[src/design/accumulatorCalc_defs.svh]
//============================
// Widths and opcode values shared by the accumulator calculator
// Include wherever a width or opcode is needed
//============================
`ifndef ACCUMULATOR_CALC_DEFS_SVH
`define ACCUMULATOR_CALC_DEFS_SVH

// Data widths
`define CALC_OPERAND_WIDTH 16 // Operand and accumulator low half
`define CALC_RESULT_WIDTH  32 // Full accumulator
`define CALC_OPCODE_WIDTH  4

//============================
// Opcode values
//============================
`define CALC_OP_NOOP   4'd0
`define CALC_OP_RESET  4'd1  // Load zero
`define CALC_OP_ADD    4'd2
`define CALC_OP_SUB    4'd3
`define CALC_OP_MUL    4'd4
`define CALC_OP_DIV    4'd5
`define CALC_OP_MOD    4'd6
`define CALC_OP_PRESET 4'd15 // Load one

`endif
[src/design/calcCtrlPkg.sv]
//============================
// Control types for opcode and error flags
// Import into modules that decode or report status
//============================
`include "accumulatorCalc_defs.svh"

package calcCtrlPkg;

	// Operation code, compared against the CALC_OP macros
	typedef logic [`CALC_OPCODE_WIDTH-1:0] opcodeT;

	// Bit 1 divide by zero
	// Bit 0 carry on ADD, borrow on SUBTRACT
	typedef logic [1:0] errorT;

endpackage

[src/design/calcDataPkg.sv]
//============================
// Data path vector types
// Import into modules that carry operands or results
//============================
`include "accumulatorCalc_defs.svh"

package calcDataPkg;

	// Operand, accumulator low half, unit results
	typedef logic [`CALC_OPERAND_WIDTH-1:0] operandT;

	// Whole accumulator or full product
	typedef logic [`CALC_RESULT_WIDTH-1:0] resultT;

endpackage

[src/design/accumulatorCalc.sv]
//============================
// Accumulator calculator top, one operation per clock
// Result and error are registered, latency of one cycle
//============================
`include "accumulatorCalc_defs.svh"

module accumulatorCalc
	import calcDataPkg::*, calcCtrlPkg::*;
(
	input  logic    clk,
	input  logic    reset,
	input  opcodeT  opcode,
	input  operandT operand,
	output resultT  result,
	output errorT   error
);

	resultT  acc;     // Accumulator register
	errorT   errReg;  // Error register
	operandT accLow;  // Low half fed to every unit

	resultT  nextAcc;
	errorT   nextErr;

	logic    subtract;
	operandT diff;
	logic    carryOut;
	resultT  product;
	operandT quotient;
	operandT remainder;
	logic    divByZero;

	assign accLow   = acc[`CALC_OPERAND_WIDTH-1:0];
	assign subtract = (opcode == `CALC_OP_SUB);

	//============================
	// Arithmetic units
	//============================
	addSub uAddSub (
		.a        (operand),
		.b        (accLow),
		.subtract (subtract),
		.diff     (diff),
		.carryOut (carryOut)
	);

	arrayMultiplier uMultiplier (
		.a       (operand),
		.b       (accLow),
		.product (product)
	);

	divider uDivider (
		.dividend  (operand),
		.divisor   (accLow),
		.quotient  (quotient),
		.remainder (remainder),
		.divByZero (divByZero)
	);

	//============================
	// Operation select
	//============================
	always_comb
	begin
		nextErr = '0; // Cleared unless an operation flags it
		case (opcode)
			`CALC_OP_NOOP:   nextAcc = acc;
			`CALC_OP_RESET:  nextAcc = '0;
			`CALC_OP_PRESET: nextAcc = resultT'(1);
			`CALC_OP_ADD:
			begin
				nextAcc    = resultT'(diff);
				nextErr[0] = carryOut;  // Sum overflowed 16 bits
			end
			`CALC_OP_SUB:
			begin
				nextAcc    = resultT'(diff);
				nextErr[0] = ~carryOut; // Borrow, operand below accLow
			end
			`CALC_OP_MUL:    nextAcc = product;
			`CALC_OP_DIV:
			begin
				nextAcc    = divByZero ? acc : resultT'(quotient);
				nextErr[1] = divByZero;
			end
			`CALC_OP_MOD:
			begin
				nextAcc    = divByZero ? acc : resultT'(remainder);
				nextErr[1] = divByZero;
			end
			default:         nextAcc = acc; // Spare codes behave as NO-OP
		endcase
	end

	//============================
	// Registers
	//============================
	always_ff @(posedge clk)
	begin
		if (reset)
		begin
			acc    <= '0;
			errReg <= '0;
		end
		else
		begin
			acc    <= nextAcc;
			errReg <= nextErr;
		end
	end

	assign result = acc;
	assign error  = errReg;

endmodule

[src/design/divider.sv]
//============================
// Unsigned divider giving quotient and remainder together
// Results read zero when divisor is zero
//============================
module divider
	import calcDataPkg::*;
(
	input  operandT dividend,
	input  operandT divisor,
	output operandT quotient,
	output operandT remainder,
	output logic    divByZero
);

	assign divByZero = (divisor == '0);

	always_comb
	begin
		if (divByZero)
		begin
			quotient  = '0; // Not used by the top level
			remainder = '0;
		end
		else
		begin
			quotient  = dividend / divisor;
			remainder = dividend % divisor;
		end
	end

endmodule

[src/design/arrayMultiplier.sv]
//============================
// Unsigned 16x16 array multiplier, purely combinational
// Rows of partial-product adders give the 32-bit product
//============================
`include "accumulatorCalc_defs.svh"

module arrayMultiplier
	import calcDataPkg::*;
(
	input  operandT a,
	input  operandT b,
	output resultT  product
);

	localparam int Rows = `CALC_OPERAND_WIDTH - 1; // One adder per partial product after the first

	operandT                      partial [`CALC_OPERAND_WIDTH]; // b gated by each bit of a
	operandT                      augend  [Rows];                // Shifted running sum
	logic [`CALC_OPERAND_WIDTH:0] rowSum  [Rows];                // Carry in the top bit

	genvar i;

	//============================
	// Partial products
	//============================
	generate
		for (i = 0; i < `CALC_OPERAND_WIDTH; i++)
		begin : gPartial
			assign partial[i] = b & {`CALC_OPERAND_WIDTH{a[i]}};
		end
	endgenerate

	//============================
	// Adder ladder
	//============================
	generate
		for (i = 0; i < Rows; i++)
		begin : gRow
			if (i == 0)
			begin : gFirst
				// First row starts from partial zero, its bit 0 already final
				assign augend[i] = {1'b0, partial[0][`CALC_OPERAND_WIDTH-1:1]};
			end
			else
			begin : gNext
				// Carry and upper sum bits of the row above, shifted down one
				assign augend[i] = rowSum[i - 1][`CALC_OPERAND_WIDTH:1];
			end

			assign rowSum[i] = {1'b0, augend[i]} + {1'b0, partial[i + 1]};
		end
	endgenerate

	//============================
	// Product bits
	//============================
	assign product[0] = partial[0][0]; // Straight from the gates

	generate
		for (i = 0; i < Rows - 1; i++)
		begin : gLowBits
			// Each row sheds one finished bit
			assign product[i + 1] = rowSum[i][0];
		end
	endgenerate

	// Last row fills the upper half, carry on top
	assign product[`CALC_RESULT_WIDTH-1:Rows] = rowSum[Rows - 1];

endmodule

[src/design/addSub.sv]
//============================
// Ripple-carry adder/subtractor, purely combinational
// subtract high gives a - b in two's complement
//============================
`include "accumulatorCalc_defs.svh"

module addSub
	import calcDataPkg::*;
(
	input  operandT a,
	input  operandT b,
	input  logic    subtract,
	output operandT diff,
	output logic    carryOut
);

	operandT                      bInv;  // b, flipped when subtracting
	logic [`CALC_OPERAND_WIDTH:0] carry; // Ripple chain

	assign bInv     = b ^ {`CALC_OPERAND_WIDTH{subtract}};
	assign carry[0] = subtract; // Plus one completes the negation

	//============================
	// Full-adder cells
	//============================
	genvar i;
	generate
		for (i = 0; i < `CALC_OPERAND_WIDTH; i++)
		begin : gFullAdder
			logic p; // Propagate
			logic g; // Generate

			assign p            = a[i] ^ bInv[i];
			assign g            = a[i] & bInv[i];
			assign diff[i]      = p ^ carry[i];
			assign carry[i + 1] = g | (p & carry[i]);
		end
	endgenerate

	// Low means borrow when subtracting
	assign carryOut = carry[`CALC_OPERAND_WIDTH];

endmodule

[config.mk]
export PLATFORM = sky130hd
export DESIGN_NAME = accumulatorCalc
export DESIGN_NICKNAME = d
export VERILOG_FILES = /design/src/design/calcCtrlPkg.sv /design/src/design/calcDataPkg.sv /design/src/design/accumulatorCalc.sv /design/src/design/divider.sv /design/src/design/arrayMultiplier.sv /design/src/design/addSub.sv
export VERILOG_INCLUDE_DIRS = /design/src /design/src/design
export SDC_FILE = /design/constraint.sdc
export NUM_CORES = 1
export LEC_CHECK = 0
export ABC_AREA = 1
export BUFFER_PORTS_ARGS = -buffer_cell sky130_fd_sc_hd__buf_2
export CAP_MARGIN = 20
export CORE_MARGIN = 2
export CORE_UTILIZATION = 45
export CTS_CLUSTER_DIAMETER = 150
export DETAILED_ROUTE_END_ITERATION = 10
export PLACE_DENSITY = 0.58
export SLEW_MARGIN = 20
export SYNTH_ARGS = -nofsm -noshare
export SYNTH_HDL_FRONTEND = slang
export SYNTH_SLANG_ARGS = --single-unit
export TNS_END_PERCENT = 50
[constraint.sdc]
create_clock -name clk -period 47.8 [get_ports clk]
set_input_delay 14.34 -clock clk [delete_from_list [all_inputs] [get_ports clk]]
set_output_delay 14.34 -clock clk [all_outputs]
set_load 0.1 [all_outputs]
==> flow_summary.toml, run 1 <==
[routing]
dr.pass1.iters = 5
ant_nets = 0
drt-initial-drc-count = 1410
drc_errors = 0
wl_per_cell_um = 14.6
vias_per_cell = 5.10
num_vias = 20700
wl_um = 59300

[global_routing]
grt_pass1_wl_um = 96400
overflow = 0
grt_pass1_vias = 19300
grt_max_degree = 35
antenna_found_initial = 1
track_usage_pct = 24.5

[synthesis]
syn-num-nets = 3895
synth-edff-count = 0
synthTopCellsByCount = "809 x nand2_1, 720 x inv_1, 380 x ha_1"
synth_largest_area_cell = "ha_1"
avgSynthCellArea_sq_um = 6.07
syn_inst = 3462
yosysMostFrequentCell = "nand2_1"
synthTopCellsByArea = "ha_1 23%, nand2_1 14%, inv_1 13%"
async_reset_ff_share_pct = 0
synthFlopType = "dfxtp_1"
ys_seq_area_share_pct = 3.24
yosysWarnings = 0
synth_cell_types = 67
synth_area_sq_um = 21000
synth_seq_cells = 34
synth.top_cell.area_share_pct = 22.6

[floorplanning]
die_w_um = 220
rows = 79
fp.coreArea_sq_um = 46300
die-area_sq_um = 48400
start_util_pct = 45.4
ios = 56
chipHeight_um = 220

[sta]
slew_viol_final = 0
fmax_mhz = 22.9
worst_clock_skew_ps = 8.71
slew_headroom_pct = 47.7
setup_viol = 0
worst_pin_slew_ps = 785
fin_crit_sh_pct = 91.2
hold_violations = 0
finalSetupTns_ps = 0
min_period_ps = 43600
grt_setup_unrepaired = "no"

[worst_setup_path]
crit_path_max_fanout = 21
cpMaxStageDelayCell = "inv_1"
end_kind = "flop"
critPathMostFrequentCell = "nand2_1"
crit_type = "in2reg"
cpPeakStageDelay_ps = 650
cp_top_family = "simple AND/OR/NAND/NOR gates"
startpoint_type = "primary input"
crit_buf_inv = 21
cp_data_arrival_time_ps = 43740
crit_required_ps = 47940

[cells_and_area]
drive_gt1_share_pct = 8.15
fillers = 4991
area_growth_pct = 3.38
seqCellArea_sq_um = 681
final_nets = 3879
multi_input_area_sq_um = 16900
antenna_cells = 0

[cts]
cts_resized = 0
clk_path_buf_depth = 2
cts_tree = "done"
cts.sinks = 34
root_buffer = "clkbuf_16"
numCtsBuffers = 5
htreeDepth = 2
post_cts_buffers = 0
clkSlewWorstSetupHoldPaths_ps = 50
cts.hold.buffers_added = 0
clk_latency_ps = 290

[status]
status = "finished clean"

[run]
drv_cap = 0

[worst_hold_path]
min_path_type = "reg2reg"

[place]
dp_hpwl_um = 48200
place_congestion = 0.954
io_buffers = 55
cells by family (layout without fill, tap and decap cells):
group / count (synthesis) / count (layout) / synth area share [%]
DFF: 34 / 34 / 3.24
buffers and inverters: 845 / 830 / 16.5
AOI/OAI and AO/OA: 583 / 583 / 15.9
xor gates and xnor gates: 237 / 237 / 9.88
adders and majority gates: 411 / 411 / 25.6
and+or+nand+nor: 1352 / 1352 / 28.8
flip-flops by register name, summed over array words and instances (netlist names):
name and flops:
error 2, result 32
area by class of cell:
type / instances / area share, %
Clock buffer: 7 / 0.657
Clock inverter: 1 / 0.0231
Inverter: 739 / 12.8
Multi-Input combinational cell: 2583 / 77.6
Sequential cell: 34 / 3.14
Tap cell: 607 / 3.50
Timing Repair Buffer: 83 / 2.24
stage by stage:
step                      hold WS, ps  cells  util (%)  setup WS [ps]  cell area (sq um)
after floorplan                   903   3462         -           9820              21000
after global placement            450   4046      46.6           5340              21600
after detailed placement          452   4046      46.6           4210              21600
after CTS                         460   4054      46.9           4370              21700
after global routing              478   4054      46.9            701              21700
final                             462   4054      46.9           4200              21700
per-layer routing:
metal / routed length (um) / GRT usage (%) / share of wire, %
met1: 29100 / 34.5 / 49
met5: 11 / 0 / 0.019
met3: 3860 / 2.82 / 6.5
met2: 25700 / 41.1 / 43
met4: 662 / 2.98 / 1.1
worst paths after layout:
| kind | start | to | slack, ps | cells past startpoint |
|---|---|---|---|---|
| hold / removal | result[31]$_SDFFE_PP0P_ | result[31]$_SDFFE_PP0P_ | 460 | 2 |
| hold reg to reg | result[31]$_SDFFE_PP0P_ | result[31]$_SDFFE_PP0P_ | 460 | 2 |
| setup reg to reg | result[15]$_SDFFE_PP0P_ | result[11]$_SDFFE_PP0P_ | 17580 | 225 |
| setup / recovery | operand[15] | result[11]$_SDFFE_PP0P_ | 4200 | 225 |
worst reg2reg max path: cells and delay by family, from the launching register on:
kind	cells	cell delay (ps)
AO/OA/AOI/OAI	32	5430
adder cells (fa/ha/maj)	15	4960
buffers and inverters	21	3980
flip-flops	1	490
AND/OR/NAND/NOR	157	15200
layout by cell type, fill, tap and decap left out, types with 17 or more instances in the layout:
cell / instances
a21o_1: 17
a21oi_1: 293
and2_1: 19
buf_2: 55
buf_4: 28
dfxtp_1: 34
fa_1: 31
ha_1: 380
inv_1: 720
nand2_1: 808
nand2_2: 56
nand3_1: 171
nand3_2: 39
nor2_1: 151
nor3_1: 22
o21ai_0: 114
o21ai_1: 21
o21bai_1: 65
or2_2: 41
xnor2_1: 50
xor2_1: 187
Power of run 1 is not shown: default switching activity piles up to over one toggle a cycle in this logic, so the estimate is an artifact.
==> inputs of run 2 (changes only) <==
--- a/config.mk
+++ b/config.mk
@@ -6,14 +6,13 @@
 export SDC_FILE = /design/constraint.sdc
 export NUM_CORES = 1
 export LEC_CHECK = 0
-export ABC_AREA = 1
 export BUFFER_PORTS_ARGS = -buffer_cell sky130_fd_sc_hd__buf_2
 export CAP_MARGIN = 20
 export CORE_MARGIN = 2
-export CORE_UTILIZATION = 45
+export CORE_UTILIZATION = 40
 export CTS_CLUSTER_DIAMETER = 150
 export DETAILED_ROUTE_END_ITERATION = 10
-export PLACE_DENSITY = 0.58
+export PLACE_DENSITY = 0.52
 export SLEW_MARGIN = 20
 export SYNTH_ARGS = -nofsm -noshare
 export SYNTH_HDL_FRONTEND = slang
==> flow_summary.toml, run 2 <==
[status]
status = "finished clean"

[synthesis]
synth_largest_area_cell = "ha_1"
synth-edff-count = 0
synthTopCellsByArea = "ha_1 23%, xnor2_1 8.9%, nor2_1 6.9%"
yosysWarnings = 0
synthFlopType = "dfxtp_1"
synth_area_sq_um = 20400
async_reset_ff_share_pct = 0
avgSynthCellArea_sq_um = 7.03
syn_inst = 2896
synthTopCellsByCount = "380 x ha_1, 374 x nor2_1, 230 x nand2_1"
syn-num-nets = 3329
ys_seq_area_share_pct = 3.34
synth_cell_types = 98
synth_seq_cells = 34
synth.top_cell.area_share_pct = 23.4
yosysMostFrequentCell = "ha_1"

[sta]
hold_violations = 0
setup_viol = 0
grt_setup_unrepaired = "no"
worst_clock_skew_ps = 4.54
worst_pin_slew_ps = 1040
finalSetupTns_ps = 0
min_period_ps = 45390
hold-worst-slack_ps = 456
fin_crit_sh_pct = 95.0
slew_headroom_pct = 30.4
slew_viol_final = 0
fmax_mhz = 22.0

[worst_setup_path]
reg2regPathDepth = 109
crit_path_max_fanout = 24
cp_data_arrival_time_ps = 45620
crit_type = "in2reg"
cp-startpoint = "operand[15]"
rr_startpoint = "result[7]$_SDFFE_PP0P_"
critPathMostFrequentCell = "ha_1"
startpoint_type = "primary input"
cpMaxStageDelayCell = "nor2_1"
cpPeakStageDelay_ps = 730
crit_required_ps = 48030
end_kind = "flop"

[cts]
clk_latency_ps = 290
clk_path_buf_depth = 2
cts.sinks = 34
cts_tree = "done"
htreeDepth = 2
root_buffer = "clkbuf_16"
clkSlewWorstSetupHoldPaths_ps = 60
numCtsBuffers = 5

[floorplanning]
start_util_pct = 40.6
die-area_sq_um = 52700
rows = 82
chipHeight_um = 230
ios = 56
die_w_um = 230
fp.coreArea_sq_um = 50200

[routing]
dr.pass1.iters = 7
num_vias = 21100
drc_errors = 0
ant_nets = 0
wl_per_cell_um = 21.0
drt-initial-drc-count = 1496
wl_um = 75100
vias_per_cell = 5.90

[worst_hold_path]
min_path_type = "reg2reg"
min_delay_path_depth = 2
hold_start = "result[30]$_SDFFE_PP0P_"

[cells_and_area]
most-common-layout-cells = "380 x ha_1, 373 x nor2_1, 230 x nand2_1"
seqCellArea_sq_um = 681
fillers = 5241
final_nets = 3339
multi_input_area_sq_um = 18600
area_growth_pct = 5.97
drive_gt1_share_pct = 6.02
final_common_cell = "ha_1"
largest_reg_flops = 32
layout.cells.non_filler = 3582

[place]
place_congestion = 0.938
dp_cells = 3571
io_buffers = 55
dp_hpwl_um = 57200

[run]
drv_cap = 0

[global_routing]
overflow = 0
track_usage_pct = 27.7
antenna_found_initial = 7
grt_pass1_wl_um = 115000
grt_pass1_vias = 20200
grt_max_degree = 31
run 2: layout make-up:
cell class	instances	area share, %
Timing Repair Buffer	90	2.49
Sequential cell	34	3.16
Clock buffer	8	0.771
Tap cell	672	3.90
Antenna cell	3	0.0348
Inverter	189	3.29
Multi-Input combinational cell	2586	86.4
run 2: repair_timing:
item | 4_1_cts | 5_1_grt
endpoints found under the setup margin | 0 | 9
setup buffers | 0 | 0
hold buffers | 0 | 0
resized for setup | 0 | 1
run 2: critical path: cells and delay by family:
family,cells,cell delay (ps)
AOI/OAI and AO/OA,57,16250
and+or+nand+nor,24,6710
adders and majority gates,16,5380
muxes,6,2110
buffers and inverters,5,800
run 2: routing by layer:
layer,GRT usage (%),vias to the layer above,share of wire [%]
li1,-,10400,-
met2,47.0,602,45
met3,1.43,98,5.2
met4,6.17,4,2.5
met5,0,-,0.031
met1,38.4,9991,47
run 2: through the flow:
| step | setup WS [ps] | util (%) | cell area, sq um |
|---|---|---|---|
| after floorplan | 8290 | - | 20400 |
| after global placement | 3180 | 42.6 | 21400 |
| after detailed placement | 2500 | 42.6 | 21400 |
| after CTS | 2680 | 43.0 | 21600 |
| after global routing | 315 | 43.0 | 21600 |
| final | 2410 | 43.0 | 21600 |
run 2: worst paths after layout:
path	end	slack (ps)
setup / recovery	result[14]$_SDFFE_PP0P_	2410
hold / removal	result[30]$_SDFFE_PP0P_	460
setup reg to reg	result[14]$_SDFFE_PP0P_	15150
hold reg to reg	result[30]$_SDFFE_PP0P_	460
run 2: cell families after synthesis:
logic type,synth area share (%)
AO/OA/AOI/OAI,27.2
flip-flops,3.34
multiplexers,1.62
XOR/XNOR,11.4
AND/OR/NAND/NOR,24.8
buffers and inverters,5.18
adder cells (fa/ha/maj),26.4
Power of run 2 is left out for the same reason.
